<file path="config.mk">
export PLATFORM = sky130hd
export DESIGN_NAME = memory
export DESIGN_NICKNAME = d
export VERILOG_FILES = /design/src/hdl/procPkg.sv /design/src/hdl/memory.sv
export SDC_FILE = /design/constraint.sdc
export NUM_CORES = 2
export LEC_CHECK = 0
export BUFFER_PORTS_ARGS = -buffer_cell sky130_fd_sc_hd__buf_2
export CAP_MARGIN = 25
export CORE_UTILIZATION = 55
export CTS_BUF_LIST = sky130_fd_sc_hd__clkbuf_4
export CTS_CLUSTER_DIAMETER = 50
export DETAILED_ROUTE_END_ITERATION = 16
export GPL_TIMING_DRIVEN = 0
export PLACE_DENSITY = 0.71
export SLEW_MARGIN = 40
export SYNTH_ARGS = -nofsm -noshare
export SYNTH_HDL_FRONTEND = slang
export SYNTH_SLANG_ARGS = --single-unit
</file>
<file path="constraint.sdc">
create_clock -name clk -period 5.1 [get_ports clk]
set_input_delay 1.02 -clock clk [delete_from_list [all_inputs] [get_ports clk]]
set_output_delay 1.02 -clock clk [all_outputs]
set_load 0.05 [all_outputs]
</file>
<file path="src/hdl/procPkg.sv">
/*
 * Shared definitions for the 16-bit single-cycle processor
 * Widths, opcode encodings, control word and retirement record
 */
package procPkg;

   localparam int DataWidth     = 16;
   localparam int RegCount      = 8;
   localparam int RegAddrWidth  = 3;
   localparam int ImemDepth     = 256; // Words
   localparam int DmemDepth     = 256;
   localparam int ImemAddrWidth = 8;
   localparam int DmemAddrWidth = 8;
   localparam logic [DataWidth-1:0] TrapVector = 16'h0002; // SIIC handler

   // Opcodes, instr[15:11]
   localparam logic [4:0] OpHalt  = 5'b00000;
   localparam logic [4:0] OpNop   = 5'b00001;
   localparam logic [4:0] OpSiic  = 5'b00010;
   localparam logic [4:0] OpRti   = 5'b00011;
   localparam logic [4:0] OpJ     = 5'b00100;
   localparam logic [4:0] OpJr    = 5'b00101;
   localparam logic [4:0] OpJal   = 5'b00110;
   localparam logic [4:0] OpAddi  = 5'b01000;
   localparam logic [4:0] OpSubi  = 5'b01001;
   localparam logic [4:0] OpXori  = 5'b01010;
   localparam logic [4:0] OpAndni = 5'b01011;
   localparam logic [4:0] OpBeqz  = 5'b01100; // Low two bits double as branch condition
   localparam logic [4:0] OpBnez  = 5'b01101;
   localparam logic [4:0] OpBltz  = 5'b01110;
   localparam logic [4:0] OpSt    = 5'b10000;
   localparam logic [4:0] OpLd    = 5'b10001;
   localparam logic [4:0] OpSlbi  = 5'b10010;
   localparam logic [4:0] OpLbi   = 5'b11000;
   localparam logic [4:0] OpRform = 5'b11011; // add/sub/xor/andn by funct

   typedef enum logic [2:0] {AluAdd, AluSub, AluXor, AluAndn, AluPassB, AluSlbi} aluOp_t;
   typedef enum logic [2:0] {ImmS5, ImmZ5, ImmS8, ImmZ8, ImmS11} immSel_t;
   typedef enum logic [2:0] {PcPlus2, PcBranch, PcJump, PcReg, PcTrap, PcReturn} pcSel_t;
   typedef enum logic [1:0] {WbAlu, WbMem, WbLink} wbSel_t;
   // Destination field: instr[4:2], instr[7:5], instr[10:8] or r7
   typedef enum logic [1:0] {DestRd, DestRt, DestRs, DestR7} destSel_t;

   typedef struct packed {
      logic     regWrite;
      destSel_t destSel;
      aluOp_t   aluOp;
      logic     aluSrcImm;  // B operand is immediate
      immSel_t  immSel;
      logic     memEnable;
      logic     memWrite;
      wbSel_t   wbSel;
      logic     branch;
      logic [1:0] branchCond; // Matches Op*[1:0] of the branch opcodes
      pcSel_t   pcSel;
   } ctrl_t;

   // One record per register write
   typedef struct packed {
      logic                    valid;
      logic [RegAddrWidth-1:0] regNum;
      logic [DataWidth-1:0]    value;
      logic [DataWidth-1:0]    pc;
   } trace_t;

endpackage

</file>
<file path="src/hdl/memory.sv">
/*
 * Data memory
 * Word-addressed, combinational read, write on the clock edge
 */
`timescale 1ns/1ns
module memory (
   input  logic                          clk,
   input  procPkg::ctrl_t                ctrl,
   input  logic                          run,
   input  logic [procPkg::DataWidth-1:0] addr,
   input  logic [procPkg::DataWidth-1:0] wrData,
   output logic [procPkg::DataWidth-1:0] rdData
);
   import procPkg::*;

   logic [DataWidth-1:0]     mem [DmemDepth];
   logic [DmemAddrWidth-1:0] wordAddr;

   assign wordAddr = addr[DmemAddrWidth:1]; // Byte address to word index
   assign rdData   = mem[wordAddr];

   always_ff @(posedge clk) begin
      if (run && ctrl.memEnable && ctrl.memWrite) begin
         mem[wordAddr] <= wrData;
      end
   end

   // rs plus offset must stay word aligned
   alignedAccess: assert property (@(posedge clk)
      (run && ctrl.memEnable) |-> !addr[0]);

endmodule

</file>
# After elaboration in Yosys (flattened, before gate mapping)
# Memory sizes are Yosys's and may differ from the RTL's.
# Index checks and enable logic that the tools add are counted.
# W data, S select, Z words.
totals:
  input_bits: 54
  elab_cells: 5
  memories: 1
  ramBits: 4096
  out_inout_bits: 16
  regBits: 0
classes:
  reduce_logical: 2
  n_mux: 2
mem_list:
  columns: ["name", "depth", "word_bits", "read_ports", "rd_clocked_by_memory_dff", "write_ports", "line_no", "text"]
  rows:
  - ["mem", 256, 16, 1, 0, 1, "memory.sv:16", "logic [DataWidth-1:0] mem [DmemDepth];"]
ops:
  columns: ["op", "n"]
  rows:
  - ["$logic_and A1 B1 Y1", 2]
  - ["$mux W1", 2]

# Depth between registers and ports, before layout
depth:
  ltp_word: 4
  ltp_mapped: 9
  depth_no_buf: 5

# Worst setup path after synthesis
# Ideal clock, no wire load.
synth_timing:
  kind: "input port to output port"
  startpoint: "in addr[2] in the netlist's numbering"
  endpoint: "out rdData[0] in the netlist's numbering"
  setup_slack_ns: 0.817
  n_path_buf: 3
  t_required_ns: 4.080
  cell_stages: 8
  arrival_ns: 3.263
  path_cell_list: "buf_2 clkbuf_1 buf_1 mux4_2 a22oi_1 a21oi_1 o41ai_1 nand4_1"
synth_between:
  elab_chain_cells: 1
synth_rtl:
  columns: ["item", "line_no", "text"]
  rows:
  - ["start, declared", "memory.sv:10", "input logic [procPkg::DataWidth-1:0] addr,"]
  - ["$mem_v2 Z256 W16", null, null]
  - ["end, declared", "memory.sv:12", "output logic [procPkg::DataWidth-1:0] rdData"]
# Every way passes these cells.

# Final worst setup path
layout_timing:
  startpoint: "in addr[2] in the netlist's numbering"
  endpoint: "out rdData[6] in the netlist's numbering"
# Same word-level chain as after synthesis.

==> results.md <==
- Final setup TNS: -8.083 ns
- Status: complete, but fails checks
- Final WS setup: -0.6325 ns
- Post-route ant nets: 0
- Crit path capture type: primary output
- WP data required: 4.08 ns
- Routability cong.: 0.9456
- Yosys reg bits: 4096
- Final Max Tran Viols: 0
- Routed WL: 428800 um
- Fmax: 174.4 MHz
- Slowest cell on the critical path: o41ai_4
- RSZ-0062 raised after global routing: true
- Worst slew pin tran: 0.9448 ns
- Area Overhead vs Synth: 15.61%
- Vias: 80130
- Synthesized Nets: 6744
- Synth Flop Type: edfxtp_1
- Worst Path Max Fanout: 10
- Post-synth cell types: 20
- Die width: 532.6 um
- Vias in the first global route: 80170
- Total core area: 279600 um2
- Worst Setup Start Kind: input pin
- Max reg flops: 4096
- CTS H-tree lvls: 6
- Worst hold path class: in -> reg
- Post-Layout Cell Count: 12270
- Post-synth top area cell: edfxtp_1
- Longest Clk Path Bufs: 4
- First-pass GRT wire length: 596900 um
- Synth area leaders: edfxtp_1 79%, mux4_2 15%, a22oi_1 2.5%, a21oi_1 0.83%, clkbuf_1 0.63%
- Overall Power: 0.06658 W
- Site Rows: 194
- Buffers and inverters on the worst path: 4
- Mapped Avg Cell Area: 23.15 um2
- Iter 0 DRT Violations: 11480
- CTS tree: built
- Pleak: 55.43 nW
- DR pass1 iterations: 8
- Syn Inst Count: 6690
- Die height: 532.6 um
- Die area: 283700 um2
- Worst-path cell chain: buf_4 > buf_4 > clkbuf_2 > mux4_2 > a22oi_1 > a21oi_2 > o41ai_4 > nand4_1 > buf_6
- Crit Path Class: in -> out
- Io pins: 70
- Most common cell in the netlist: edfxtp_1
- CTS buffer count: 956
- Post-DP HPWL: 281600 um
- Failing checks: setup timing
- Crit path DAT: 4.71 ns
- Fillers: 18250
- Biggest regs: mem x4096
- Largest net degree at the start of global routing: 97
- Max_slew headroom: 36.79%
- Max Cap Viol: 0
- DRC errors left: 0
- Most frequent CP cell: buf_4
- Synth top area share: 79.42%
- Cell family with most CP delay: buffers and inverters
- Fin crit period: 5.733 ns
- Post-synth EDFFs: 4096
- Sequential-to-total area share from yosys stat: 79.42%
- Worst VDD drop: 0.2667 mV
- Tcrit/Tclk final: 112.4%
- Root Buffer Master: clkbuf_4
- Nets: 7851
- Input/output buffers: 41
- Final hold vios: 0
- Grt total ovfl: 0
- Most frequent cells after synthesis: 4096 x edfxtp_1, 1024 x mux4_2, 512 x a22oi_1
- Post-Syn Area: 154900 um2
- Inst Count DP: 10550
- Gr usage total: 30.34%
- Top reg by flops: mem
- Clock transition at path regs: 0.07 ns
- Share of layout cells above drive strength 1: 40.58%
- Vias per cell: 6.530
- Antenna violations before repair: 25
- # setup viols final: 16
- Starting Density: 55.38%
- Slowest Stage Delay on Critical Path: 0.67 ns
- Yosys Warn Count: 0
- Asr flop ratio synth: 0%
- DR WL/cell: 34.95 um
- Pwr dens: 371.9 nW/um2
- Clk sinks: 4096
==> power breakdown <==
part           internal, W  switching [W]  total [W]
clock network       0.0127         0.0130     0.0257
logic              0.00126        0.00256    0.00382
registers           0.0370     0.00000494     0.0370
total               0.0510         0.0156     0.0666
==> area by class of cell <==
class | count | area (um2) | area share [%]
inverters | 2 | 7.507 | 0.004193
diodes | 18 | 45.04 | 0.02516
flip-flops and latches | 4096 | 123000 | 68.70
multi-input cells | 2180 | 34020 | 19.00
well taps | 3724 | 4659 | 2.603
clock inverters | 326 | 1762 | 0.9840
repair buffers | 149 | 2873 | 1.605
clock buffers | 1363 | 10230 | 5.715
plain buffers | 412 | 2437 | 1.361
==> placed cells by master (no fill, tap or decap), drive strengths merged, types with 7 or more instances in the layout <==
master / synthesis / final
bufinv: 0 / 7
buf: 153 / 268
clkinv: 0 / 281
edfxtp: 4096 / 4096
clkbuf: 259 / 1640
inv: 2 / 35
dlygate4sd3: 0 / 16
a22oi: 512 / 512
o41ai: 64 / 64
a21oi: 256 / 256
nand2: 29 / 29
nand4: 16 / 16
diode: 0 / 18
nor2: 259 / 259
mux4: 1024 / 1024
==> stage by stage <==
step / setup WS (ns) / area [um2] / utilization, % / hold slack, ns
after floorplan: 0.8167 / 154900 / - / 1.119
after global placement: -3.683 / 159700 / 57.12 / 2.313
after detailed placement: -1.848 / 164600 / 58.86 / 1.323
after CTS: -0.5955 / 178400 / 63.80 / 0.1309
after global routing: -0.4815 / 179000 / 64.02 / 0.2065
final: -0.6325 / 179000 / 64.03 / 0.2594
==> metal layers <==
metal  GRT usage (%)  up-vias  share of wire [%]
met1           41.02    41890                 36
met3           8.931      873                 13
li1                -    31920                  -
met5               0        -              0.019
met2           45.97     5423                 46
met4           14.14       12                5.1
==> path summary, 6_finish.rpt <==
| check | start | endpoint | cells past startpoint |
|---|---|---|---|
| setup / recovery | addr[2] | rdData[6] | 9 |
| hold / removal | wrData[11] | mem[158][11] | 2 |
==> timing repair <==
action	CTS	global route
hold buffers	16	0
hold endpoints to repair	1360	0
pin swaps	61	54
setup buffers	0	0
endpoints found under the setup margin	16	16
resized for setup	379	183
==> cell families (layout without fill, tap and decap cells) <==
family | after synthesis | in the layout | share of synthesized area, %
other | 0 | 18 | 0
flip-flops | 4096 | 4096 | 79.42
buffers and inverters | 414 | 2252 | 1.178
AO/OA/AOI/OAI | 832 | 832 | 3.671
AND/OR/NAND/NOR | 324 | 324 | 0.8362
multiplexers | 1024 | 1024 | 14.89
No activity file was read; power rests on OpenSTA's default activity.
