==> config.mk <==
export PLATFORM = sky130hd
export DESIGN_NAME = execute
export DESIGN_NICKNAME = d
export VERILOG_FILES = /design/src/hdl/procPkg.sv /design/src/hdl/execute.sv
export SDC_FILE = /design/constraint.sdc
export NUM_CORES = 1
export LEC_CHECK = 0
export BUFFER_PORTS_ARGS = -buffer_cell sky130_fd_sc_hd__buf_2
export CORE_MARGIN = 2
export CORE_UTILIZATION = 35
export DETAILED_ROUTE_END_ITERATION = 7
export SYNTH_ARGS = -nofsm -noshare
export SYNTH_HDL_FRONTEND = slang
export SYNTH_SLANG_ARGS = --single-unit
==> constraint.sdc <==
create_clock -name vclk -period 4.2
set_clock_uncertainty 0.2 [all_clocks]
set_input_delay 0.42 -clock vclk [all_inputs]
set_output_delay 0.42 -clock vclk [all_outputs]
set_load 0.05 [all_outputs]
==> src/hdl/procPkg.sv <==
/*
 * Shared definitions for the 16-bit single-cycle processor
 * Widths, opcode encodings, control word and retirement record
 */
package procPkg;

   localparam int DataWidth     = 16;
   localparam int RegCount      = 8;
   localparam int RegAddrWidth  = 3;
   localparam int ImemDepth     = 256; // Words
   localparam int DmemDepth     = 256;
   localparam int ImemAddrWidth = 8;
   localparam int DmemAddrWidth = 8;
   localparam logic [DataWidth-1:0] TrapVector = 16'h0002; // SIIC handler

   // Opcodes, instr[15:11]
   localparam logic [4:0] OpHalt  = 5'b00000;
   localparam logic [4:0] OpNop   = 5'b00001;
   localparam logic [4:0] OpSiic  = 5'b00010;
   localparam logic [4:0] OpRti   = 5'b00011;
   localparam logic [4:0] OpJ     = 5'b00100;
   localparam logic [4:0] OpJr    = 5'b00101;
   localparam logic [4:0] OpJal   = 5'b00110;
   localparam logic [4:0] OpAddi  = 5'b01000;
   localparam logic [4:0] OpSubi  = 5'b01001;
   localparam logic [4:0] OpXori  = 5'b01010;
   localparam logic [4:0] OpAndni = 5'b01011;
   localparam logic [4:0] OpBeqz  = 5'b01100; // Low two bits double as branch condition
   localparam logic [4:0] OpBnez  = 5'b01101;
   localparam logic [4:0] OpBltz  = 5'b01110;
   localparam logic [4:0] OpSt    = 5'b10000;
   localparam logic [4:0] OpLd    = 5'b10001;
   localparam logic [4:0] OpSlbi  = 5'b10010;
   localparam logic [4:0] OpLbi   = 5'b11000;
   localparam logic [4:0] OpRform = 5'b11011; // add/sub/xor/andn by funct

   typedef enum logic [2:0] {AluAdd, AluSub, AluXor, AluAndn, AluPassB, AluSlbi} aluOp_t;
   typedef enum logic [2:0] {ImmS5, ImmZ5, ImmS8, ImmZ8, ImmS11} immSel_t;
   typedef enum logic [2:0] {PcPlus2, PcBranch, PcJump, PcReg, PcTrap, PcReturn} pcSel_t;
   typedef enum logic [1:0] {WbAlu, WbMem, WbLink} wbSel_t;
   // Destination field: instr[4:2], instr[7:5], instr[10:8] or r7
   typedef enum logic [1:0] {DestRd, DestRt, DestRs, DestR7} destSel_t;

   typedef struct packed {
      logic     regWrite;
      destSel_t destSel;
      aluOp_t   aluOp;
      logic     aluSrcImm;  // B operand is immediate
      immSel_t  immSel;
      logic     memEnable;
      logic     memWrite;
      wbSel_t   wbSel;
      logic     branch;
      logic [1:0] branchCond; // Matches Op*[1:0] of the branch opcodes
      pcSel_t   pcSel;
   } ctrl_t;

   // One record per register write
   typedef struct packed {
      logic                    valid;
      logic [RegAddrWidth-1:0] regNum;
      logic [DataWidth-1:0]    value;
      logic [DataWidth-1:0]    pc;
   } trace_t;

endpackage

==> src/hdl/execute.sv <==
/*
 * Execute stage
 * ALU for the arithmetic and logic ops, branch flags on rs
 */
`timescale 1ns/1ns
module execute (
   input  procPkg::ctrl_t                ctrl,
   input  logic [procPkg::DataWidth-1:0] rsVal,
   input  logic [procPkg::DataWidth-1:0] rtVal,
   input  logic [procPkg::DataWidth-1:0] imm,
   output logic [procPkg::DataWidth-1:0] aluOut,
   output logic                          taken
);
   import procPkg::*;

   logic [DataWidth-1:0] opA;
   logic [DataWidth-1:0] opB;
   logic                 zero;
   logic                 sign;
   logic                 condMet;

   assign opA = rsVal;
   assign opB = ctrl.aluSrcImm ? imm : rtVal;

   always_comb begin
      case (ctrl.aluOp)
         AluSub:   aluOut = opB - opA;  // ISA subtracts rs from B
         AluXor:   aluOut = opA ^ opB;
         AluAndn:  aluOut = opA & ~opB;
         AluPassB: aluOut = opB;        // LBI
         AluSlbi:  aluOut = {opA[7:0], 8'b0} | opB;
         default:  aluOut = opA + opB;  // Also address calc for LD/ST
      endcase
   end

   // Flags come from rs, not the ALU result
   assign zero = (rsVal == '0);
   assign sign = rsVal[DataWidth-1];

   always_comb begin
      case (ctrl.branchCond)
         OpBeqz[1:0]: condMet = zero;
         OpBnez[1:0]: condMet = !zero;
         OpBltz[1:0]: condMet = sign;
         default:     condMet = 1'b0; // BGEZ not supported
      endcase
   end

   assign taken = ctrl.branch && condMet;

endmodule

Yosys cells after proc, flatten, opt, wreduce, memory -nomap -nowiden

Cells that the tools add are included.

Add/subtract/negate cells: 2
Eq/ne operators: 7
Muxes and demuxes: 3
Bitwise logic cells: 4
Reductions and logical operators: 4

Operator list:

| cell               | number |
|---|---|
| $pmux 16 s5        | 1 |
| $add 16x16->16     | 1 |
| $and 16x16->16     | 1 |
| $logic_not 16->1   | 1 |
| $mux 16            | 1 |
| $not 16->16        | 1 |
| $or 16x16->16      | 1 |
| $sub 16x16->16     | 1 |
| $xor 16x16->16     | 1 |
| $eq 3x2->1 const B | 2 |
| $eq 3x3->1 const B | 2 |
| $eq 3x1->1 const B | 1 |
| $pmux 1 s3         | 1 |
| $eq 2x1->1 const B | 1 |
| $eq 2x2->1 const B | 1 |
| $logic_not 2->1    | 1 |
| $logic_and 1x1->1  | 1 |
| $logic_not 1->1    | 1 |

Register bits after elaboration: 0
Input bits: 68
Output and inout bits: 17
Logic and storage cells: 20

Depth between registers and ports, before layout

Word-level depth: 4
Gate-level depth with buffers: 15
Gate-level depth less buffers: 14

Least setup slack after synthesis

OpenSTA, ideal clock, no wires.

Path kind: input port to output port
Start point: in ctrl[14] (netlist name)
End point: out aluOut[12] (netlist name)
Arrival time: 4.027 ns
Data required time: 3.580 ns
Setup slack: -0.447 ns
Stages on the path: 11
Buffers on the path: 2
Path through: clkbuf_1 -> buf_1 -> nand2_1 -> mux2i_1 -> fa_1 -> a21o_1 -> a221oi_2 -> o221ai_2 -> nand3_1 -> mux2_2 -> o21ai_0

Longest elaborated chain between the ends: 2

RTL lines:

| element                                  | line          | RTL |
|---|---|---|
| from (decl)                              | execute.sv:7  | `input procPkg::ctrl_t ctrl,` |
| $eq 3x3->1, or another cell as far along | execute.sv:26 | `case (ctrl.aluOp)` |
| $pmux 16 s5 (*)                          | execute.sv:26 |  |
| to (decl)                                | execute.sv:11 | `output logic [procPkg::DataWidth-1:0] aluOut,` |

Mark *: on every way between the ends. The rest lies on a longest branch, timed or not.

Worst setup path in the final report

Start point: in rsVal[6] (netlist name)
End point: out aluOut[15] (netlist name)

Longest elaborated chain between the ends: 2

RTL lines:

| element                                          | line                         | RTL |
|---|---|---|
| from (decl)                                      | execute.sv:8                 | `input logic [procPkg::DataWidth-1:0] rsVal,` |
| $add 16x16->16 or $sub 16x16->16 (tied branches) | execute.sv:32, execute.sv:27 |  |
| $pmux 16 s5 (*)                                  | execute.sv:26                |  |

Marked as above.

==> qor.yml <==
wl_met3_um: 282
postRouteWirelength_mm: 6.243
dr.pass1.iters: 5
synth_warnings: 0
portBuffers: 72
p_seq_share_pct: 0
synth_area_per_cell_um2: 6.956
yosysTopAreaCell: "ha_1"
switching_share_pct: 63.40
final_area_mm2: 0.002581
fp-row-count: 28
ys_seq_area_share_pct: 0
slowest_delay_ns: 0.57
status: "complete, no violations"
required_ns: 3.58
top_layer: "met4"
die_area_mm2: 0.006638
die_y_um: 81.48
routabilityCongestion: 0.8932
nClkBuffers: 0
grt_pass1_wl_mm: 10.58
min-delay-start: "ctrl[5]"
holdPathStages: 3
ir_drop_uv: 124.4
grt_max_degree: 30
fin_crit_ns: 4.001
cp-end-kind: "primary output"
setup_viol: 0
synthTopCellsByCount: "32 x ha_1, 26 x a21oi_1, 26 x nand2_1, 26 x o21ai_0, 25 x inv_1"
antenna_found_initial: 0
io_pins: 85
postPlaceCellArea_mm2: 0.002569
finalSetupTns_ns: 0
synth_top_area_share_pct: 19.06
final_cells: 445
core_area_mm2: 0.005851
dp.cells: 445
critPathBufInv: 2
cts_setup_buffers: 0
overflow: 0
cp_max_fo: 10
antenna_cells: 0
initial_core_util_pct: 35.91
die_w_um: 81.48
route.detailed.drc: 0
cpMaxStageDelayCell: "or4_4"
vias_per_cell: 5.364
synthDistinctLibCells: 49
p_int_uw: 207.1
syn_nets: 403
drive_above_1_share_pct: 26.76
vias: 2387
p_sw_uw: 358.7
ant_nets: 0
final_nets: 473
grt_pass1_vias: 2230
clockPowerShare_pct: 0
tightest_slew_ns: 0.5719
slew_viol_final: 0
finalHoldViolCount: 0
syn_inst: 302
finalPower_uw: 565.7
seq_cells: 0
area_delta_synth_final_pct: 22.87
syn_area_mm2: 0.002101
hpwl_mm: 5.266
met2_length_mm: 2.986
p_comb_share_pct: 100.0
cp.arrival_ns: 3.38
drv_cap: 0
worstSetupPathType: "input pin to primary output"
max_freq_mhz: 249.9
regArea_um2: 0
pwr_density_cell_mw_per_mm2: 219.2
fin_crit_sh_pct: 95.27
wl_met1_mm: 2.897
hold_class: "input pin to primary output"
initialDrtViolationCount: 76
synth_area_leaders: "ha_1 19%, mux2i_1 10%, xnor2_1 7.1%"
hold_end: "taken"
routedWlPerCell_um: 14.03
synth_most_common_cell: "ha_1"
p_leak_nw: 1.290
grt_usage_pct: 19.79
critical_path.top_delay_family: "compound AO/OA/AOI/OAI gates"
slew_headroom_pct: 61.87
worstSetupStartpointType: "input pin"
path_cells: "buf_2, or4_4, nor2_1, nand2_1, nand2_1, xor2_1, ha_1, a2111oi_1, o21ai_0, o22ai_1, o21ai_0, xnor2_1, o221ai_1, buf_2"
[cells by family after synthesis]
kind of cell | after synthesis | synth area share (%)
AND/OR/NAND/NOR | 86 | 20.19
buffers and inverters | 39 | 7.385
AO/OA/AOI/OAI | 90 | 27.46
adder cells (fa/ha/maj) | 33 | 20.01
multiplexers | 28 | 13.76
XOR/XNOR | 26 | 11.20
[per-layer routing]
metal  vias to the layer above  track usage, %
li1                       1228               -
met1                      1086           26.85
met2                        65           35.49
met3                         8          0.9890
met4                         0           2.203
met5                         -               0
[cell usage in the layout (no fill, tap or decap), types with 2 or more instances in the layout]
cell type,n
a21o_1,3
and3_1,2
a211o_1,3
o211ai_1,3
buf_4,10
mux2_2,7
a211oi_1,2
mux2i_1,21
o22ai_1,2
clkbuf_4,2
nor3_1,6
xor2_1,8
o31ai_1,2
nor2_1,22
nand2_1,26
xnor2_1,17
o21ai_0,23
and2_1,2
inv_1,25
or3_1,2
a31oi_1,3
o21a_1,4
buf_2,70
o21ai_1,4
a21oi_1,26
nand2b_1,8
nand3_1,9
nor2b_1,3
ha_1,32
o221ai_1,4
[worst min-delay path: stages]
cell and delay, ns:
buf_2 0.09, and2_1 0.12, buf_2 0.20
[worst max-delay path by stage]
stage,from,end,cells after the start
floorplan,ctrl[14],aluOut[12],11
global placement,rsVal[6],aluOut[13],12
detailed placement,rsVal[6],aluOut[12],13
CTS,rsVal[6],aluOut[12],13
global route,rsVal[6],aluOut[13],12
finish,rsVal[6],aluOut[15],14
[cell type report]
class                      count  area, um^2
fill                         649        3269
multi-input combinational    263        1953
tap                           75       93.84
timing repair buffer          82       440.4
inverter                      25       93.84
[power by group through the flow]
stage / logic [mW] / clock network [mW] / registers (mW)
final: 0.566 / 0 / 0
after global routing: 0.627 / 0 / 0
after CTS: 0.563 / 0 / 0
after detailed placement: 0.561 / 0 / 0
after global placement: 0.554 / 0 / 0
after floorplan: 0.425 / 0 / 0
[what timing repair did]
| item | 4_1_cts | 5_1_grt |
|---|---|---|
| hold buffers | 0 | 0 |
| gates resized for setup | 0 | 6 |
| setup endpoints to repair | 0 | 3 |
[metrics by stage]
step / utilization, % / setup WS, ns / hold slack (ns)
after global routing: 44.12 / -0.04768 / 1.071
after global placement: 43.91 / 0.2035 / 1.053
after CTS: 43.91 / 0.1698 / 1.055
after detailed placement: 43.91 / 0.1802 / 1.052
after floorplan: - / -0.06916 / 0.9248
final: 44.12 / 0.1985 / 1.052
Power figures use the tool's default switching activity.
