File: src/hdl/procPkg.sv
/*
 * Shared definitions for the 16-bit single-cycle processor
 * Widths, opcode encodings, control word and retirement record
 */
package procPkg;

   localparam int DataWidth     = 16;
   localparam int RegCount      = 8;
   localparam int RegAddrWidth  = 3;
   localparam int ImemDepth     = 256; // Words
   localparam int DmemDepth     = 256;
   localparam int ImemAddrWidth = 8;
   localparam int DmemAddrWidth = 8;
   localparam logic [DataWidth-1:0] TrapVector = 16'h0002; // SIIC handler

   // Opcodes, instr[15:11]
   localparam logic [4:0] OpHalt  = 5'b00000;
   localparam logic [4:0] OpNop   = 5'b00001;
   localparam logic [4:0] OpSiic  = 5'b00010;
   localparam logic [4:0] OpRti   = 5'b00011;
   localparam logic [4:0] OpJ     = 5'b00100;
   localparam logic [4:0] OpJr    = 5'b00101;
   localparam logic [4:0] OpJal   = 5'b00110;
   localparam logic [4:0] OpAddi  = 5'b01000;
   localparam logic [4:0] OpSubi  = 5'b01001;
   localparam logic [4:0] OpXori  = 5'b01010;
   localparam logic [4:0] OpAndni = 5'b01011;
   localparam logic [4:0] OpBeqz  = 5'b01100; // Low two bits double as branch condition
   localparam logic [4:0] OpBnez  = 5'b01101;
   localparam logic [4:0] OpBltz  = 5'b01110;
   localparam logic [4:0] OpSt    = 5'b10000;
   localparam logic [4:0] OpLd    = 5'b10001;
   localparam logic [4:0] OpSlbi  = 5'b10010;
   localparam logic [4:0] OpLbi   = 5'b11000;
   localparam logic [4:0] OpRform = 5'b11011; // add/sub/xor/andn by funct

   typedef enum logic [2:0] {AluAdd, AluSub, AluXor, AluAndn, AluPassB, AluSlbi} aluOp_t;
   typedef enum logic [2:0] {ImmS5, ImmZ5, ImmS8, ImmZ8, ImmS11} immSel_t;
   typedef enum logic [2:0] {PcPlus2, PcBranch, PcJump, PcReg, PcTrap, PcReturn} pcSel_t;
   typedef enum logic [1:0] {WbAlu, WbMem, WbLink} wbSel_t;
   // Destination field: instr[4:2], instr[7:5], instr[10:8] or r7
   typedef enum logic [1:0] {DestRd, DestRt, DestRs, DestR7} destSel_t;

   typedef struct packed {
      logic     regWrite;
      destSel_t destSel;
      aluOp_t   aluOp;
      logic     aluSrcImm;  // B operand is immediate
      immSel_t  immSel;
      logic     memEnable;
      logic     memWrite;
      wbSel_t   wbSel;
      logic     branch;
      logic [1:0] branchCond; // Matches Op*[1:0] of the branch opcodes
      pcSel_t   pcSel;
   } ctrl_t;

   // One record per register write
   typedef struct packed {
      logic                    valid;
      logic [RegAddrWidth-1:0] regNum;
      logic [DataWidth-1:0]    value;
      logic [DataWidth-1:0]    pc;
   } trace_t;

endpackage

File: src/hdl/fetch.sv
/*
 * Fetch stage
 * PC and exception PC registers, next-PC mux, writable instruction memory
 */
`timescale 1ns/1ns
module fetch (
   input  logic                                clk,
   input  logic                                rst,
   input  procPkg::ctrl_t                      ctrl,
   input  logic                                run,
   input  logic                                taken,
   input  logic [procPkg::DataWidth-1:0]       imm,
   input  logic [procPkg::DataWidth-1:0]       rsVal,
   input  logic                                imemWe,
   input  logic [procPkg::ImemAddrWidth-1:0]   imemAddr,
   input  logic [procPkg::DataWidth-1:0]       imemData,
   output logic [procPkg::DataWidth-1:0]       instr,
   output logic [procPkg::DataWidth-1:0]       pc
);
   import procPkg::*;

   logic [DataWidth-1:0] imem [ImemDepth];
   logic [DataWidth-1:0] epc;      // Return address for RTI
   logic [DataWidth-1:0] pcPlus2;
   logic [DataWidth-1:0] nextPc;

   assign pcPlus2 = pc + 16'd2;
   assign instr   = imem[pc[ImemAddrWidth:1]]; // Word index

   always_comb begin
      case (ctrl.pcSel)
         PcBranch: nextPc = taken ? pcPlus2 + imm : pcPlus2;
         PcJump:   nextPc = pcPlus2 + imm; // J and JAL
         PcReg:    nextPc = rsVal + imm;   // JR
         PcTrap:   nextPc = TrapVector;
         PcReturn: nextPc = epc;
         default:  nextPc = pcPlus2;
      endcase
   end

   always_ff @(posedge clk) begin
      if (rst) begin
         pc <= '0;
      end else if (run) begin
         pc <= nextPc; // Holds once halted
      end
   end

   always_ff @(posedge clk) begin
      if (run && ctrl.pcSel == PcTrap) begin
         epc <= pcPlus2; // Resume after the SIIC
      end
   end

   // Loader port, used while the core sits in reset
   always_ff @(posedge clk) begin
      if (imemWe) begin
         imem[imemAddr] <= imemData;
      end
   end

   // Odd displacements or register targets would land here
   pcEven: assert property (@(posedge clk) disable iff (rst) !pc[0]);

endmodule

File: config.mk
export PLATFORM = sky130hd
export DESIGN_NAME = fetch
export DESIGN_NICKNAME = d
export VERILOG_FILES = /design/src/hdl/procPkg.sv /design/src/hdl/fetch.sv
export SDC_FILE = /design/constraint.sdc
export NUM_CORES = 2
export LEC_CHECK = 0
export BUFFER_PORTS_ARGS = -buffer_cell sky130_fd_sc_hd__buf_2
export CAP_MARGIN = 0
export CORE_ASPECT_RATIO = 0.6
export CORE_MARGIN = 2
export CORE_UTILIZATION = 50
export DETAILED_ROUTE_END_ITERATION = 8
export MAX_ROUTING_LAYER = met4
export PLACE_DENSITY = 0.68
export SLEW_MARGIN = 20
export SYNTH_ARGS = -nofsm -noshare
export SYNTH_HDL_FRONTEND = slang
export SYNTH_SLANG_ARGS = --single-unit
File: constraint.sdc
create_clock -name clk -period 3.61 [get_ports clk]
set_input_delay 0.722 -clock clk [delete_from_list [all_inputs] [get_ports clk]]
set_output_delay 0.722 -clock clk [all_outputs]
set_load 0.005 [all_outputs]
== Word level (Yosys, flattened, before mapping) ==
Memory sizes are Yosys's and may differ from the RTL's. A register that Yosys moved wholly into a read port is not among the register bits.
Index checks and enable logic that the tools add are counted.
Word-level totals
  flip-flop bits (word level): 32
  RAM bits: 4096
  bits of input ports: 81
  output and inout port bits: 32
  word-level logic and storage cells: 18
  memories: 1
Memories
  imem: depth 256, bits a word 16, read ports 1, clocked after memory_dff 1, write ports 1, RTL line fetch.sv:22  | logic [DataWidth-1:0] imem [ImemDepth];
Cells by class
  add/subtract/negate cells: 3
  equal/unequal tests: 5
  multiplexer cells: 6
  reductions and logical operators: 1
Operators by type and width (number)
  $pmux W16 S5: 1
  $add A16 B16 Y16: 2
  $add A16 B2 Y16 const B: 1
  $mux W16: 1
  $mux W8: 2
  $eq A3 B2 Y1 const B: 2
  $eq A3 B3 Y1 const B: 2
  $eq A3 B1 Y1 const B: 1
  $mux W1: 2
  $logic_and A1 B1 Y1: 1

== Depth between registers and ports, before layout ==
  depth in word-level cells: 6
  mapped depth: 14
  mapped depth without buffers: 14

== Worst setup path after synthesis ==
Ideal clock, no wire load.
  kind: input to register
  start point: input run
  end point: register epc[0], enable pin
  setup time: 0.431 ns
  arrival time: 2.895 ns
  path slack: 0.284 ns
  cell stages on the path: 3
  path through: clkbuf_1 clkbuf_1 nor4bb_1
Between the ends
  cells in the longest elaborated chain, start to end: 1
Ends and longest elaborated chain
  start: declaration: RTL line fetch.sv:10  | input logic run,
  $logic_and A1 B1 Y1: RTL line fetch.sv:50  | if (run && ctrl.pcSel == PcTrap) begin
  end signal: assignment: RTL line fetch.sv:51  | epc <= pcPlus2;
  end: declaration: RTL line fetch.sv:23  | logic [DataWidth-1:0] epc;
No other way between the ends.
A chain may end at the register's enable or synchronous reset.

==> flow_metrics.env <==
export IMPL_status="finished, violations left"
export IMPL_violations="negative setup slack"
export IMPL_ys_async_sr_fraction_pct=0
export IMPL_cpPeakStageDelay_ps=450
export IMPL_cts_tree="yes"
export IMPL_grt_max_degree=139
export IMPL_die_area_um2=324000
export IMPL_h_tree_depth=5
export IMPL_switching_power_mw=22.2
export IMPL_cts_max_path_buffers=4
export IMPL_mostFrequentLayoutCells="edfxtp_1, mux4_2, buf_4"
export IMPL_clk_latency_ps=920
export IMPL_clock_skew_ps=20.9
export IMPL_cp_slowest_cell="nor4_4"
export IMPL_synth_edf_count=4112
export IMPL_start_util_pct=50.4
export IMPL_seq_area_um2=124000
export IMPL_num_rows=160
export IMPL_crit_chain="buf_12 -> clkbuf_16 -> buf_12 -> buf_6 -> mux4_2 -> mux4_2 -> o22ai_1 -> buf_4 -> nor4_4 -> o31ai_1 -> a21oi_1 -> buf_4 -> buf_2"
export IMPL_cap_violations=0
export IMPL_drt_iter0_markers=13900
export IMPL_cts_sinks=4136
export IMPL_power_total_mw=100
export IMPL_die_w_um=734
export IMPL_ant_nets=0
export IMPL_seqPwrFrac_pct=53.0
export IMPL_synthCells=6770
export IMPL_whs_ps=163
export IMPL_num_vias=79700
export IMPL_hpwl_mm=254
export IMPL_synth_cell_type_count=57
export IMPL_gp_congestion=0.894
export IMPL_crit_path_start_kind="register"
export IMPL_powerDensity_nw_per_um2=537
export IMPL_area_delta_synth_final_pct=16.6
export IMPL_p_int_mw=77.9
export IMPL_grt_pass1_vias=77000
export IMPL_wl_per_cell_um=34.0
export IMPL_placed_cell_area_um2=172000
export IMPL_fin_crit_sh_pct=137
export IMPL_fin_crit_ps=4950
export IMPL_ios=113
export IMPL_clock_root_buffer="clkbuf_16"
export IMPL_io_buffers=95
export IMPL_coreArea_um2=317000
export IMPL_grt_pass1_wl_mm=582
export IMPL_grt_overflow=0
export IMPL_drive_above_1_share_pct=37.0
export IMPL_layout_commonest_cell="edfxtp_1"
export IMPL_syn_area_um2=160000
export IMPL_route_detailed_drc=0
export IMPL_ys_warn_count=0
export IMPL_pre_cts_ws_ps=-682
export IMPL_fin_nets=7910
export IMPL_yosys_most_used_dff="edfxtp_1"
export IMPL_n_fill_cell=21800
export IMPL_combPwrFrac_pct=8.7
export IMPL_vdd_drop_max_mv=0.395
export IMPL_dr_pass1_iters=6
export IMPL_max_freq_mhz=202
export IMPL_setup_viol=16
export IMPL_cp_arrival_ps=4220
export IMPL_worstSetupEndpointType="primary output"
export IMPL_track_usage_pct=26.0
export IMPL_vias_per_cell=6.48
export IMPL_clkPwrFrac_pct=38.3
export IMPL_antenna_found_initial=25
export IMPL_multi_input_area_um2=34900
export IMPL_synth_avg_cell_area_um2=23.6
export IMPL_netSwitchingFraction_pct=22.1
export IMPL_p_leak_nw=57.9
export IMPL_hold_class="primary input to register"
export IMPL_fin_util_pct=58.7
export IMPL_routed_wirelength_mm=419
export IMPL_cp_required_ps=2890
export IMPL_slew_headroom_pct=22.4
export IMPL_timing_hold_violations_final=0
export IMPL_rsz0062_at_grt="yes"
export IMPL_seq_area_frac_synth_pct=77.6
export IMPL_path_class="register to primary output"
export IMPL_tightest_slew_ps=1160
export IMPL_layout_setup_ws_ps=-1340
export IMPL_ys_ff_latch=4136
export IMPL_crit_fanout=5
export IMPL_path_clk_slew_ps=70
export IMPL_die_h_um=442
export IMPL_slew_viol_final=0
export IMPL_cts_hold_buf=0
export IMPL_cts_buffers_inserted=367
export IMPL_syn_nets=6887
export IMPL_postLayoutCellArea_um2=186000
## registers in the layout, summed over array words and instances (netlist names), named ones only
name and flops:
imem 4096, epc 16, pc 16
## cells in the mapped netlist (4+ instances only)
cell      number  area share, %
a211oi_1      27           0.13
a21o_1         4          0.019
a21oi_1       42           0.13
a221oi_1      12          0.066
a31oi_1        4          0.016
buf_1         36          0.085
buf_2        114           0.36
buf_4         32           0.15
buf_6         18           0.13
clkbuf_1     178           0.42
dfxtp_1       24           0.30
edfxtp_1    4112             77
ha_1          34           0.27
inv_1         14          0.033
mux2i_1       69           0.43
mux4_2      1248             18
nand2_1       98           0.23
nand2b_1      32           0.13
nand3_1       49           0.15
nand3b_1       6          0.028
nand4_1       13          0.051
nor2_1       304           0.71
nor2b_1       14          0.055
nor3_1        21          0.066
nor4_1        16          0.063
o211ai_1      30           0.14
o21a_1         4          0.019
o21ai_0       25          0.078
o21bai_1       5          0.023
o22ai_1       96           0.38
o31ai_1       17          0.080
xnor2_1       22           0.12
xor2_1        13          0.071
## power groups by stage
stage          sequential [mW]  clock (mW)  combinational, mW
3_3_place_gp              54.0           0               7.78
5_1_grt                   53.0        40.6               9.08
4_1_cts                   53.0        38.8               8.20
2_1_floorplan             54.0           0               4.21
3_5_place_dp              54.0           0               7.91
6_report                  53.0        38.3               8.71
## timing repair
item | 4_1_cts | 5_1_grt
cloned | 9 | 17
resized for setup | 100 | 123
setup endpoints to repair | 16 | 17
setup buffers | 16 | 92
endpoints found under the hold margin | 0 | 0
pin swaps | 0 | 28
## cell type report
class	count	area share [%]
clock buffer	452	5.18
inverter	14	0.0282
sequential	4136	66.6
timing repair buffer	1032	5.66
multi-input combinational	2242	18.7
antenna	11	0.0148
tap	4212	2.83
clock inverter	207	0.973
## stage by stage
stage	setup TNS, ps	std cells
detailed placement	-7470	11500
global route	-20670	12300
global placement	-7750	11500
finish	-19370	12300
floorplan	0	6770
CTS	-20160	12200
## routing by layer
metal / vias to the layer above / share of wire, % / track usage, %
li1: 31200 / - / -
met1: 42400 / 40 / 39.9
met2: 5572 / 42 / 34.5
met3: 599 / 15 / 8.39
met4: 0 / 2.1 / 5.17
met5: - / 0 / -
## final timing paths
kind	start	end	slack (ps)	cells after the start
hold / removal	imemData[6]	imem[236][6]	160	1
setup / recovery	register	instr[8]	-1340	13
setup reg to reg	pc[3]	pc[15]	280	12
hold reg to reg	pc[0]	epc[0]	510	0
## worst max-delay path, delay by kind of cell, from the launching register on
family / cells / cell delay (ps)
AO/OA/AOI/OAI: 3 / 680
flip-flops: 1 / 400
AND/OR/NAND/NOR: 1 / 450
buffers and inverters: 7 / 1080
multiplexers: 2 / 650
## logic make-up after synthesis
family,synth area share [%]
DFF,77.6
AOI/OAI and AO/OA,1.18
xor gates and xnor gates,0.192
buffers and inverters,1.17
and+or+nand+nor,1.56
adders and majority gates,0.291
muxes,18.0
Note: power is estimated with default switching activity, not from simulation.
