### src/hdl/procPkg.sv
/*
 * Shared definitions for the 16-bit single-cycle processor
 * Widths, opcode encodings, control word and retirement record
 */
package procPkg;

   localparam int DataWidth     = 16;
   localparam int RegCount      = 8;
   localparam int RegAddrWidth  = 3;
   localparam int ImemDepth     = 256; // Words
   localparam int DmemDepth     = 256;
   localparam int ImemAddrWidth = 8;
   localparam int DmemAddrWidth = 8;
   localparam logic [DataWidth-1:0] TrapVector = 16'h0002; // SIIC handler

   // Opcodes, instr[15:11]
   localparam logic [4:0] OpHalt  = 5'b00000;
   localparam logic [4:0] OpNop   = 5'b00001;
   localparam logic [4:0] OpSiic  = 5'b00010;
   localparam logic [4:0] OpRti   = 5'b00011;
   localparam logic [4:0] OpJ     = 5'b00100;
   localparam logic [4:0] OpJr    = 5'b00101;
   localparam logic [4:0] OpJal   = 5'b00110;
   localparam logic [4:0] OpAddi  = 5'b01000;
   localparam logic [4:0] OpSubi  = 5'b01001;
   localparam logic [4:0] OpXori  = 5'b01010;
   localparam logic [4:0] OpAndni = 5'b01011;
   localparam logic [4:0] OpBeqz  = 5'b01100; // Low two bits double as branch condition
   localparam logic [4:0] OpBnez  = 5'b01101;
   localparam logic [4:0] OpBltz  = 5'b01110;
   localparam logic [4:0] OpSt    = 5'b10000;
   localparam logic [4:0] OpLd    = 5'b10001;
   localparam logic [4:0] OpSlbi  = 5'b10010;
   localparam logic [4:0] OpLbi   = 5'b11000;
   localparam logic [4:0] OpRform = 5'b11011; // add/sub/xor/andn by funct

   typedef enum logic [2:0] {AluAdd, AluSub, AluXor, AluAndn, AluPassB, AluSlbi} aluOp_t;
   typedef enum logic [2:0] {ImmS5, ImmZ5, ImmS8, ImmZ8, ImmS11} immSel_t;
   typedef enum logic [2:0] {PcPlus2, PcBranch, PcJump, PcReg, PcTrap, PcReturn} pcSel_t;
   typedef enum logic [1:0] {WbAlu, WbMem, WbLink} wbSel_t;
   // Destination field: instr[4:2], instr[7:5], instr[10:8] or r7
   typedef enum logic [1:0] {DestRd, DestRt, DestRs, DestR7} destSel_t;

   typedef struct packed {
      logic     regWrite;
      destSel_t destSel;
      aluOp_t   aluOp;
      logic     aluSrcImm;  // B operand is immediate
      immSel_t  immSel;
      logic     memEnable;
      logic     memWrite;
      wbSel_t   wbSel;
      logic     branch;
      logic [1:0] branchCond; // Matches Op*[1:0] of the branch opcodes
      pcSel_t   pcSel;
   } ctrl_t;

   // One record per register write
   typedef struct packed {
      logic                    valid;
      logic [RegAddrWidth-1:0] regNum;
      logic [DataWidth-1:0]    value;
      logic [DataWidth-1:0]    pc;
   } trace_t;

endpackage

### src/hdl/control.sv
/*
 * Control unit
 * Opcode decoder into the control word, run/exception/halted sequencer,
 * illegal opcode and stray RTI trapping
 */
`timescale 1ns/1ns
module control (
   input  logic           clk,
   input  logic           rst,
   input  logic [4:0]     opcode,
   input  logic [1:0]     funct,
   output procPkg::ctrl_t ctrl,
   output logic           run,
   output logic           halted,
   output logic           err
);
   import procPkg::*;

   typedef enum logic [1:0] {Running, Exception, Halted} state_t;

   state_t state;
   logic   haltOp;
   logic   illegal;
   logic   stop;

   always_comb begin
      // Defaults give a NOP
      ctrl            = '0;
      ctrl.destSel    = DestRt;
      ctrl.aluOp      = AluAdd;
      ctrl.aluSrcImm  = 1'b1;
      ctrl.immSel     = ImmS5;
      ctrl.wbSel      = WbAlu;
      ctrl.branchCond = opcode[1:0];
      ctrl.pcSel      = PcPlus2;
      haltOp          = 1'b0;
      illegal         = 1'b0;
      case (opcode)
         OpHalt:  haltOp = 1'b1;
         OpNop:   ;
         OpAddi:  ctrl.regWrite = 1'b1;
         OpSubi: begin
            ctrl.regWrite = 1'b1;
            ctrl.aluOp    = AluSub;
         end
         OpXori, OpAndni: begin
            ctrl.regWrite = 1'b1;
            ctrl.aluOp    = (opcode == OpXori) ? AluXor : AluAndn;
            ctrl.immSel   = ImmZ5; // Logic ops zero-extend
         end
         OpSt: begin
            ctrl.memEnable = 1'b1;
            ctrl.memWrite  = 1'b1;
         end
         OpLd: begin
            ctrl.regWrite  = 1'b1;
            ctrl.memEnable = 1'b1;
            ctrl.wbSel     = WbMem;
         end
         OpRform: begin
            ctrl.regWrite  = 1'b1;
            ctrl.destSel   = DestRd;
            ctrl.aluSrcImm = 1'b0;
            case (funct)
               2'b00:   ctrl.aluOp = AluAdd;
               2'b01:   ctrl.aluOp = AluSub;
               2'b10:   ctrl.aluOp = AluXor;
               default: ctrl.aluOp = AluAndn;
            endcase
         end
         OpLbi, OpSlbi: begin
            ctrl.regWrite = 1'b1;
            ctrl.destSel  = DestRs;
            ctrl.aluOp    = (opcode == OpLbi) ? AluPassB : AluSlbi;
            ctrl.immSel   = (opcode == OpLbi) ? ImmS8 : ImmZ8;
         end
         OpBeqz, OpBnez, OpBltz: begin
            ctrl.branch = 1'b1;
            ctrl.immSel = ImmS8;
            ctrl.pcSel  = PcBranch;
         end
         OpJ: begin
            ctrl.immSel = ImmS11;
            ctrl.pcSel  = PcJump;
         end
         OpJr: begin
            ctrl.immSel = ImmS8;
            ctrl.pcSel  = PcReg;
         end
         OpJal: begin
            ctrl.regWrite = 1'b1;
            ctrl.destSel  = DestR7;
            ctrl.wbSel    = WbLink;
            ctrl.immSel   = ImmS11;
            ctrl.pcSel    = PcJump;
         end
         OpSiic:  ctrl.pcSel = PcTrap;
         OpRti: begin
            ctrl.pcSel = PcReturn;
            illegal    = (state != Exception); // Nothing to return from
         end
         default: illegal = 1'b1;
      endcase
   end

   // Halt and errors retire nothing
   assign stop   = haltOp || illegal;
   assign run    = (state != Halted) && !stop;
   assign err    = illegal;
   assign halted = (state == Halted);

   always_ff @(posedge clk) begin
      if (rst) begin
         state <= Running;
      end else begin
         case (state)
            Running, Exception: begin
               if (stop) begin
                  state <= Halted;
               end else if (ctrl.pcSel == PcTrap) begin
                  state <= Exception;
               end else if (ctrl.pcSel == PcReturn) begin
                  state <= Running;
               end
            end
            default: state <= Halted; // Only reset leaves
         endcase
      end
   end

   errHalts: assert property (@(posedge clk) disable iff (rst) err |=> halted);

endmodule

### config.mk
export PLATFORM = sky130hd
export DESIGN_NAME = control
export DESIGN_NICKNAME = d
export VERILOG_FILES = /design/src/hdl/procPkg.sv /design/src/hdl/control.sv
export SDC_FILE = /design/constraint.sdc
export NUM_CORES = 1
export LEC_CHECK = 0
export ABC_CLOCK_PERIOD_IN_PS = 1900
export BUFFER_PORTS_ARGS = -buffer_cell sky130_fd_sc_hd__buf_2
export CAP_MARGIN = 20
export CELL_PAD_IN_SITES_DETAIL_PLACEMENT = 1
export CELL_PAD_IN_SITES_GLOBAL_PLACEMENT = 2
export CORE_MARGIN = 2
export CORE_UTILIZATION = 20
export DETAILED_ROUTE_END_ITERATION = 7
export GPL_ROUTABILITY_DRIVEN = 0
export GPL_TIMING_DRIVEN = 0
export PLACE_DENSITY_LB_ADDON = 0.1
export SETUP_SLACK_MARGIN = 0.02
export SLEW_MARGIN = 15
export SYNTH_ARGS = -nofsm -noshare
export SYNTH_HDL_FRONTEND = slang
export SYNTH_SLANG_ARGS = --single-unit
### constraint.sdc
create_clock -name clk -period 1.9 [get_ports clk]
set_clock_uncertainty 0.15 [all_clocks]
set_input_delay 0 -clock clk [delete_from_list [all_inputs] [get_ports clk]]
set_output_delay 0 -clock clk [all_outputs]
set_load 0.05 [all_outputs]
Word level (Yosys, flattened, before mapping)
Cells that the tools add are included.
{ "word_totals": {"register_bits": 2, "in_bits": 9, "out_inout_bits": 23, "elab_cells": 67} }
{ "classes": {"eq_ne": 27, "mux": 20, "n_bitwise": 1, "n_reduce_logical": 17} }
{ "op_table": {"columns": ["op", "n"], "rows": [
  ["5-bit by 4-bit == test with 1-bit output (second input constant)", 7],
  ["5-bit == test (second input constant)", 5],
  ["3-bit one-hot mux with 4 select lines", 2],
  ["18-bit OR reduction", 1],
  ["5-bit by 3-bit == test with 1-bit output (second input constant)", 3],
  ["3-bit one-hot mux with 5 select lines", 1],
  ["2-bit one-hot mux with 3 select lines", 2],
  ["5-bit by 2-bit == test with 1-bit output (second input constant)", 2],
  ["2-bit OR reduction", 5],
  ["1-bit 2-to-1 mux", 9],
  ["9-bit OR reduction", 1],
  ["2-bit 2-to-1 mux", 4],
  ["3-bit == test (second input constant)", 2],
  ["3-bit OR reduction", 2],
  ["5-bit by 1-bit == test with 1-bit output (second input constant)", 1],
  ["5-bit logical NOT", 1],
  ["2-bit by 1-bit == test with 1-bit output (second input constant)", 2],
  ["2-bit == test (second input constant)", 2],
  ["2-bit logical NOT", 2],
  ["4-bit inequality test (second input constant)", 1],
  ["2-bit one-hot mux with 2 select lines", 1],
  ["4-bit OR reduction", 1],
  ["2-bit by 1-bit inequality test with 1-bit output (second input constant)", 1],
  ["2-bit inequality test (second input constant)", 1],
  ["other kinds (6)", 6]
]} }

Longest topological paths before layout
Gate-level depths: netlist (run 1).
{ "depth": {"word_depth": 8, "ltp_mapped": 6, "depth_no_buf": 4} }

Worst setup path after synthesis (run 1)
Ideal clock, no wire load.
{ "synth_timing": {"path_type": "in2out", "from": "in opcode[3]", "to": "out ctrl[19] (netlist name)", "arrival_ps": 2328, "required_ps": 1750, "slack_ps": -578, "stages": 6, "n_path_buf": 2, "cell_sequence": "buf_4 buf_2 nand2b_1 nor3_1 nand2_1 o21ai_1"} }
{ "synth_rtl": {"columns": ["item", "line_no", "source"], "rows": [
  ["from (decl)", "control.sv:10", "input logic [4:0] opcode,"],
  ["to (decl)", "control.sv:12", "output procPkg::ctrl_t ctrl,"]
]} }

Final worst setup path (run 1)
{ "layout_timing": {"from": "reg state[1]", "to": "out run"} }
{ "layout_via": {"elab_chain_len": 5, "elab_cells_between_ends": 6, "classes_between": "eq/ne: 2; mux: 1; reduce/logical: 3"} }
{ "layout_rtl": {"columns": ["item", "line_no", "source"], "rows": [
  ["from (decl)", "control.sv:21", "state_t state;"],
  ["from (signal assigned)", "control.sv:114", "state <= Running;"],
  ["from (signal assigned)", "control.sv:119", "state <= Halted;"],
  ["from (signal assigned)", "control.sv:121", "state <= Exception;"],
  ["2-bit by 1-bit inequality test with 1-bit output", "control.sv:100", "illegal = (state != Exception);"],
  ["1-bit one-hot mux with 2 select lines", "control.sv:38", "case (opcode)"],
  ["1-bit logical OR", "control.sv:107", "assign stop = haltOp || illegal;"],
  ["1-bit logical NOT", "control.sv:108", "assign run = (state != Halted) && !stop;"],
  ["1-bit logical AND (*)", "control.sv:108", null],
  ["to (decl)", "control.sv:13", "output logic run,"]
]} }
Every way passes the cells marked *; elsewhere a longest branch is shown, timed or not.

==> results_dict.tcl, run 1 <==
set metrics [dict create \
    synth-seq-area-share 0.0844 \
    rows 17 \
    leakage_uw 0.000390 \
    grt-ovfl-total 0 \
    worstPathArrival_ps 1270 \
    antenna_left 0 \
    die_w_um 52.7 \
    wl_per_cell_um 11.3 \
    layout.nets 121 \
    initial_core_util 0.212 \
    viasPerCell 4.50 \
    netlist.area_leader.share 0.0844 \
    cp-start-kind "flip-flop" \
    largestRegisters "state: 2 flops" \
    fp.coreArea_um2 2230 \
    max-cap-violations 0 \
    regMostFlops "state" \
    setup_violations 0 \
    syn_area_per_cell_um2 6.16 \
    syn_nets 86 \
    ir_drop_uv 358 \
    synth_area_leaders "dfxtp_1, nor2_1, xnor2_1, a21oi_1, nand2_1" \
    diodes 0 \
    cts_root_buf "clkbuf_4" \
    grt_max_degree 11 \
    clockBufferDepth 2 \
    io_buffers 29 \
    grt_usage 0.107 \
    fp.dieH_um 52.7 \
    place_area_um2 666 \
    relSlewSlack 0.713 \
    timing_worst_setup_path_type "flip-flop to output port" \
    pin_count 32 \
    status "finished clean" \
    cts_hold_buf 1 \
    rsz0062_at_grt "no" \
    end_kind "output port" \
    rr_startpoint "state[0]" \
    syn_area_um2 474 \
    clk-insertion-delay-late_ps 210 \
    fin_crit_ps 1420 \
    clock_sinks 2 \
    largest_reg_flops 2 \
    drv_slew 0 \
    grt_pass1_vias 550 \
    synthDistinctLibCells 30 \
    cts_tree "done" \
    tightest_slew_ps 431 \
    crit_fanout 4 \
    remaining_drc_errors 0 \
    syn_inst 77 \
    hold_viol 0 \
    numCtsBuffers 3 \
    cts_setup_buffers 0 \
    hp-class "input port to flip-flop" \
    timing.fmax_mhz 703 \
    grt_pass1_wl_um 2320 \
    path_clk_slew_ps 30 \
    slowest_stage "maj3_1" \
    yosys_warnings 0 \
    synth_top_area_cell "dfxtp_1" \
    max_stage_delay_ps 340 \
    cp.required_ps 1750 \
    drt_first_iter_violations 9 \
    dp_cells 134 \
    drive_gt1_frac 0.400 \
    startpoint "state[1]" \
    total_power_uw 348 \
    tns_ps 0 \
    dp_hpwl_um 1240 \
    drt_first_pass_iters 4 \
    die-area_um2 2780 \
    htreeDepth 1 \
    cts_resized 0 \
    final_cells 138 \
    vias 621 \
    cp_cell_sequence "inv_1, maj3_1, nor2b_1, buf_2" \
    wl_um 1560 \
    finalCritPeriodShare 0.749 \
    area_growth_pct 47.2 \
    antenna_found_initial 0 \
    finish.instance_area_um2 698 \
    powerDensity_nw_per_um2 498 \
    min-delay-start "opcode[3]" \
    ys_ff_latch 2 \
]
-- cell type report --
| type | count | area, um2 |
|---|---|---|
| clock buffers | 3 | 22.5 |
| well taps | 28 | 35.0 |
| flip-flops and latches | 2 | 40.0 |
| fillers | 314 | 1540 |
| repair buffers | 30 | 155 |
| multi-input cells | 59 | 355 |
| inverters | 7 | 26.3 |
| plain buffers | 9 | 63.8 |
-- critical path, delay by kind of cell, from the launching register on --
family	cells	cell delay, ps
AND/OR/NAND/NOR	1	130
adder cells (fa/ha/maj)	1	340
flip-flops	1	310
buffers and inverters	2	280
-- synth_stat cells --
cell type and n:
a21oi_1 6, nand2_1 7, and2_1 2, a31o_1 1, nor2_1 10, nand3_1 2
o21ai_1 2, xnor2_1 4, or3_1 2, nand2_2 1, a32oi_1 1, inv_1 6
a211oi_1 1, nand4_1 1, buf_4 3, nand2b_1 3, nor3_1 3, a211o_1 1
and3_1 4, nor3_2 1, buf_2 3, o21a_1 1, nor2b_1 3, dfxtp_1 2
clkbuf_1 1, o31a_1 1, maj3_1 1, inv_2 1, a221o_1 1, buf_6 2
-- report_power, final --
group	leakage (uW)	internal (uW)	switching [uW]
clock	0.0000138	69.3	19.0
sequential	0.0000165	44.7	1.25
combinational	0.000359	63.2	150
-- worst paths after layout --
| check | end | slack [ps] | cells after the start |
|---|---|---|---|
| hold / removal | state[0] | 150 | 5 |
| hold reg to reg | state[1] | 330 | 1 |
| setup reg to reg | state[1] | 960 | 2 |
| setup / recovery | run | 480 | 4 |
-- cells by family after synthesis --
family | Yosys count | share of synthesized area
buf+inv | 16 | 0.190
simple gates | 39 | 0.420
flops | 2 | 0.0844
compound gates | 15 | 0.211
fa+ha+maj | 1 | 0.0211
xor+xnor | 4 | 0.0739
-- metal layers --
metal | wire length (um) | share of wire | global-route usage
met4 | 0 | 0 | 0.0128
met5 | 0 | 0 | 0
met1 | 775 | 0.50 | 0.151
met3 | 80 | 0.051 | 0
met2 | 707 | 0.45 | 0.188
-- metrics by stage --
step | hold WS [ps] | setup WS [ps] | utilization
2_1_floorplan | 13.4 | 142 | -
3_3_place_gp | 108 | 473 | 0.298
3_5_place_dp | 119 | 463 | 0.298
4_1_cts | 154 | 459 | 0.313
5_1_grt | 155 | 356 | 0.313
6_report | 153 | 477 | 0.313
-- layout by cell type (no fill, tap or decap) --
cell type and n:
clkbuf_1 1, and2_1 2, nor3_4 1, a221o_1 1, a21oi_1 6, nand2_2 1, or3_1 2, xnor2_1 4
o21ai_1 2, clkbuf_4 3, nor3_1 2, o31a_1 1, maj3_1 1, inv_1 6, buf_2 32, dfxtp_1 2
nand3_1 2, a211oi_1 1, a211o_1 1, and3_1 4, buf_4 3, inv_2 1, dlygate4sd3_1 1, a31o_1 1
nand2b_1 3, nor3_2 1, a32oi_1 1, nand2_1 7, buf_6 2, nand4_1 1, nor2_1 10, nor2b_1 3
o21a_1 1
No activity file was read; power rests on OpenSTA's default activity.
==> inputs of run 2 (changes only) <==
--- a/config.mk
+++ b/config.mk
@@ -5,13 +5,13 @@
 export SDC_FILE = /design/constraint.sdc
 export NUM_CORES = 1
 export LEC_CHECK = 0
-export ABC_CLOCK_PERIOD_IN_PS = 1900
+export ABC_CLOCK_PERIOD_IN_PS = 1500
 export BUFFER_PORTS_ARGS = -buffer_cell sky130_fd_sc_hd__buf_2
 export CAP_MARGIN = 20
 export CELL_PAD_IN_SITES_DETAIL_PLACEMENT = 1
 export CELL_PAD_IN_SITES_GLOBAL_PLACEMENT = 2
 export CORE_MARGIN = 2
-export CORE_UTILIZATION = 20
+export CORE_UTILIZATION = 18
 export DETAILED_ROUTE_END_ITERATION = 7
 export GPL_ROUTABILITY_DRIVEN = 0
 export GPL_TIMING_DRIVEN = 0
==> constraint.sdc (replaced) <==
create_clock -name clk -period 1.5 [get_ports clk]
set_clock_uncertainty 0.15 [all_clocks]
set_input_delay 0 -clock clk [delete_from_list [all_inputs] [get_ports clk]]
set_output_delay 0 -clock clk [all_outputs]
set_load 0.05 [all_outputs]
==> run 2 against run 1 <==
Compared with the run above: sequential share of layout area fell by 0.51 points; non-clock buffer count stayed put; critical path depth stayed put; register-to-register slack got worse by 420 ps; flip-flop and latch count unchanged; combinational power grew 38%; critical endpoint unchanged; highest routed layer is now met4.
==> results_dict.tcl, run 2 (synthesis gave the netlist of run 1 again) <==
set metrics [dict create \
    status "finished clean" \
    numCtsBuffers 3 \
    rows 18 \
    startpoint "state[1]" \
    finish.instance_area_um2 767 \
    grt-ovfl-total 0 \
    grt_max_degree 11 \
    htreeDepth 1 \
    hp-class "input port to flip-flop" \
    die-area_um2 3060 \
    setup_violations 0 \
    hold_viol 0 \
    clk-insertion-delay-late_ps 220 \
    place_area_um2 717 \
    largestRegisters "state: 2 flops" \
    antenna_found_initial 0 \
    num-fill-cells 324 \
    area_growth_pct 61.7 \
    die_w_um 55.3 \
    drt_first_iter_violations 11 \
    antenna_left 0 \
    cp-start-kind "flip-flop" \
    rr_startpoint "state[0]" \
    leakage_uw 0.000400 \
    tns_ps 0 \
    min-delay-start "opcode[3]" \
    fp.dieH_um 55.3 \
    cp_cell_sequence "inv_2, maj3_1, nor2b_2, buf_6" \
    cp.required_ps 1350 \
    max_stage_delay_ps 330 \
    layout_commonest_cell "buf_2" \
    rsz0062_at_grt "no" \
    initial_core_util 0.191 \
    pin_count 32 \
    grt_pass1_wl_um 2680 \
    crit_fanout 4 \
    vias 633 \
    end_kind "output port" \
    drv_slew 0 \
    diodes 0 \
    cts_tree "done" \
    slowest_stage "dfxtp_1" \
    multi_input_area_um2 398 \
    regMostFlops "state" \
    cp_top_family "flip-flops" \
    worstPathArrival_ps 1250 \
    worst-path-buf-inv 2 \
    fp.coreArea_um2 2480 \
    final_cells 140 \
    cts_root_buf "clkbuf_4" \
    fin_crit_ps 1400 \
    viasPerCell 4.52 \
    wl_per_cell_um 11.8 \
    max-cap-violations 0 \
    powerDensity_nw_per_um2 616 \
    largest_reg_flops 2 \
    finalCritPeriodShare 0.933 \
    clockBufferDepth 2 \
    tightest_slew_ps 505 \
    ir_drop_uv 416 \
    register_area_um2 40.0 \
    timing_worst_setup_path_type "flip-flop to output port" \
    timing.fmax_mhz 714 \
    grt_pass1_vias 579 \
    final_cell_mix "buf_2, nor2_1, a21oi_1" \
    dp_hpwl_um 1330 \
    grt_usage 0.108 \
    io_buffers 29 \
    relSlewSlack 0.664 \
    wl_um 1650 \
    clock_sinks 2 \
    layout.nets 121 \
    dp_cells 136 \
    drt_first_pass_iters 4 \
    drive_gt1_frac 0.473 \
    path_clk_slew_ps 30 \
    remaining_drc_errors 0 \
]
[run 2: changes by cell type in the layout (fill, tap and decap cells not counted), sizes merged]
cell / change
clkinvlp: +1
inv: -1
[run 2: final cells by class]
| cell class | count | share of cell area |
|---|---|---|
| Tap cell | 30 | 0.0489 |
| Timing Repair Buffer | 30 | 0.210 |
| Sequential cell | 2 | 0.0522 |
| Multi-Input combinational cell | 59 | 0.519 |
| Inverter | 7 | 0.0392 |
| Clock buffer | 3 | 0.0294 |
| Buffer | 9 | 0.101 |
[run 2: metal layers]
| metal | GRT usage | part of all wire | up-vias | wire [um] |
|---|---|---|---|---|
| met4 | 0.0418 | 0.0079 | 0 | 13 |
| li1 | - | - | 324 | - |
| met5 | 0 | 0 | - | 0 |
| met1 | 0.157 | 0.50 | 285 | 820 |
| met2 | 0.153 | 0.43 | 22 | 711 |
| met3 | 0.0211 | 0.061 | 2 | 100 |
[run 2: worst paths after layout]
path / to / slack (ps) / cells after the start
setup / recovery: run / 100 / 4
hold / removal: state[0] / 120 / 5
setup reg to reg: state[1] / 540 / 2
hold reg to reg: state[1] / 340 / 1
[run 2: through the flow]
step                      worst slack [ps]  power [uW]  hold slack [ps]  utilization
after detailed placement              28.1         347              125        0.289
after global routing                  20.7         508              143        0.310
final                                  100         473              121        0.310
after floorplan                       2.49         285            -7.77            -
after CTS                             38.0         476              119        0.304
after global placement                26.6         345              114        0.289
[run 2: worst min-delay path, stage by stage]
cell and delay (ps):
buf_8 100, nor3_4 50, nand3_2 90, nand3_1 80, nor3_1 130
[run 2: repair_timing]
action | 4_1_cts | 5_1_grt
hold buffers | 1 | 0
setup endpoints to repair | 1 | 1
endpoints found under the hold margin | 2 | 0
buffers inserted | 0 | 0
resized for setup | 1 | 4
[run 2: power breakdown]
part           leakage, uW  total, uW  internal (uW)  switching [uW]
sequential       0.0000165       58.6           56.7            1.98
combinational     0.000369        295           93.9             201
clock            0.0000138        119           88.2            30.9
total             0.000400        473            239             234
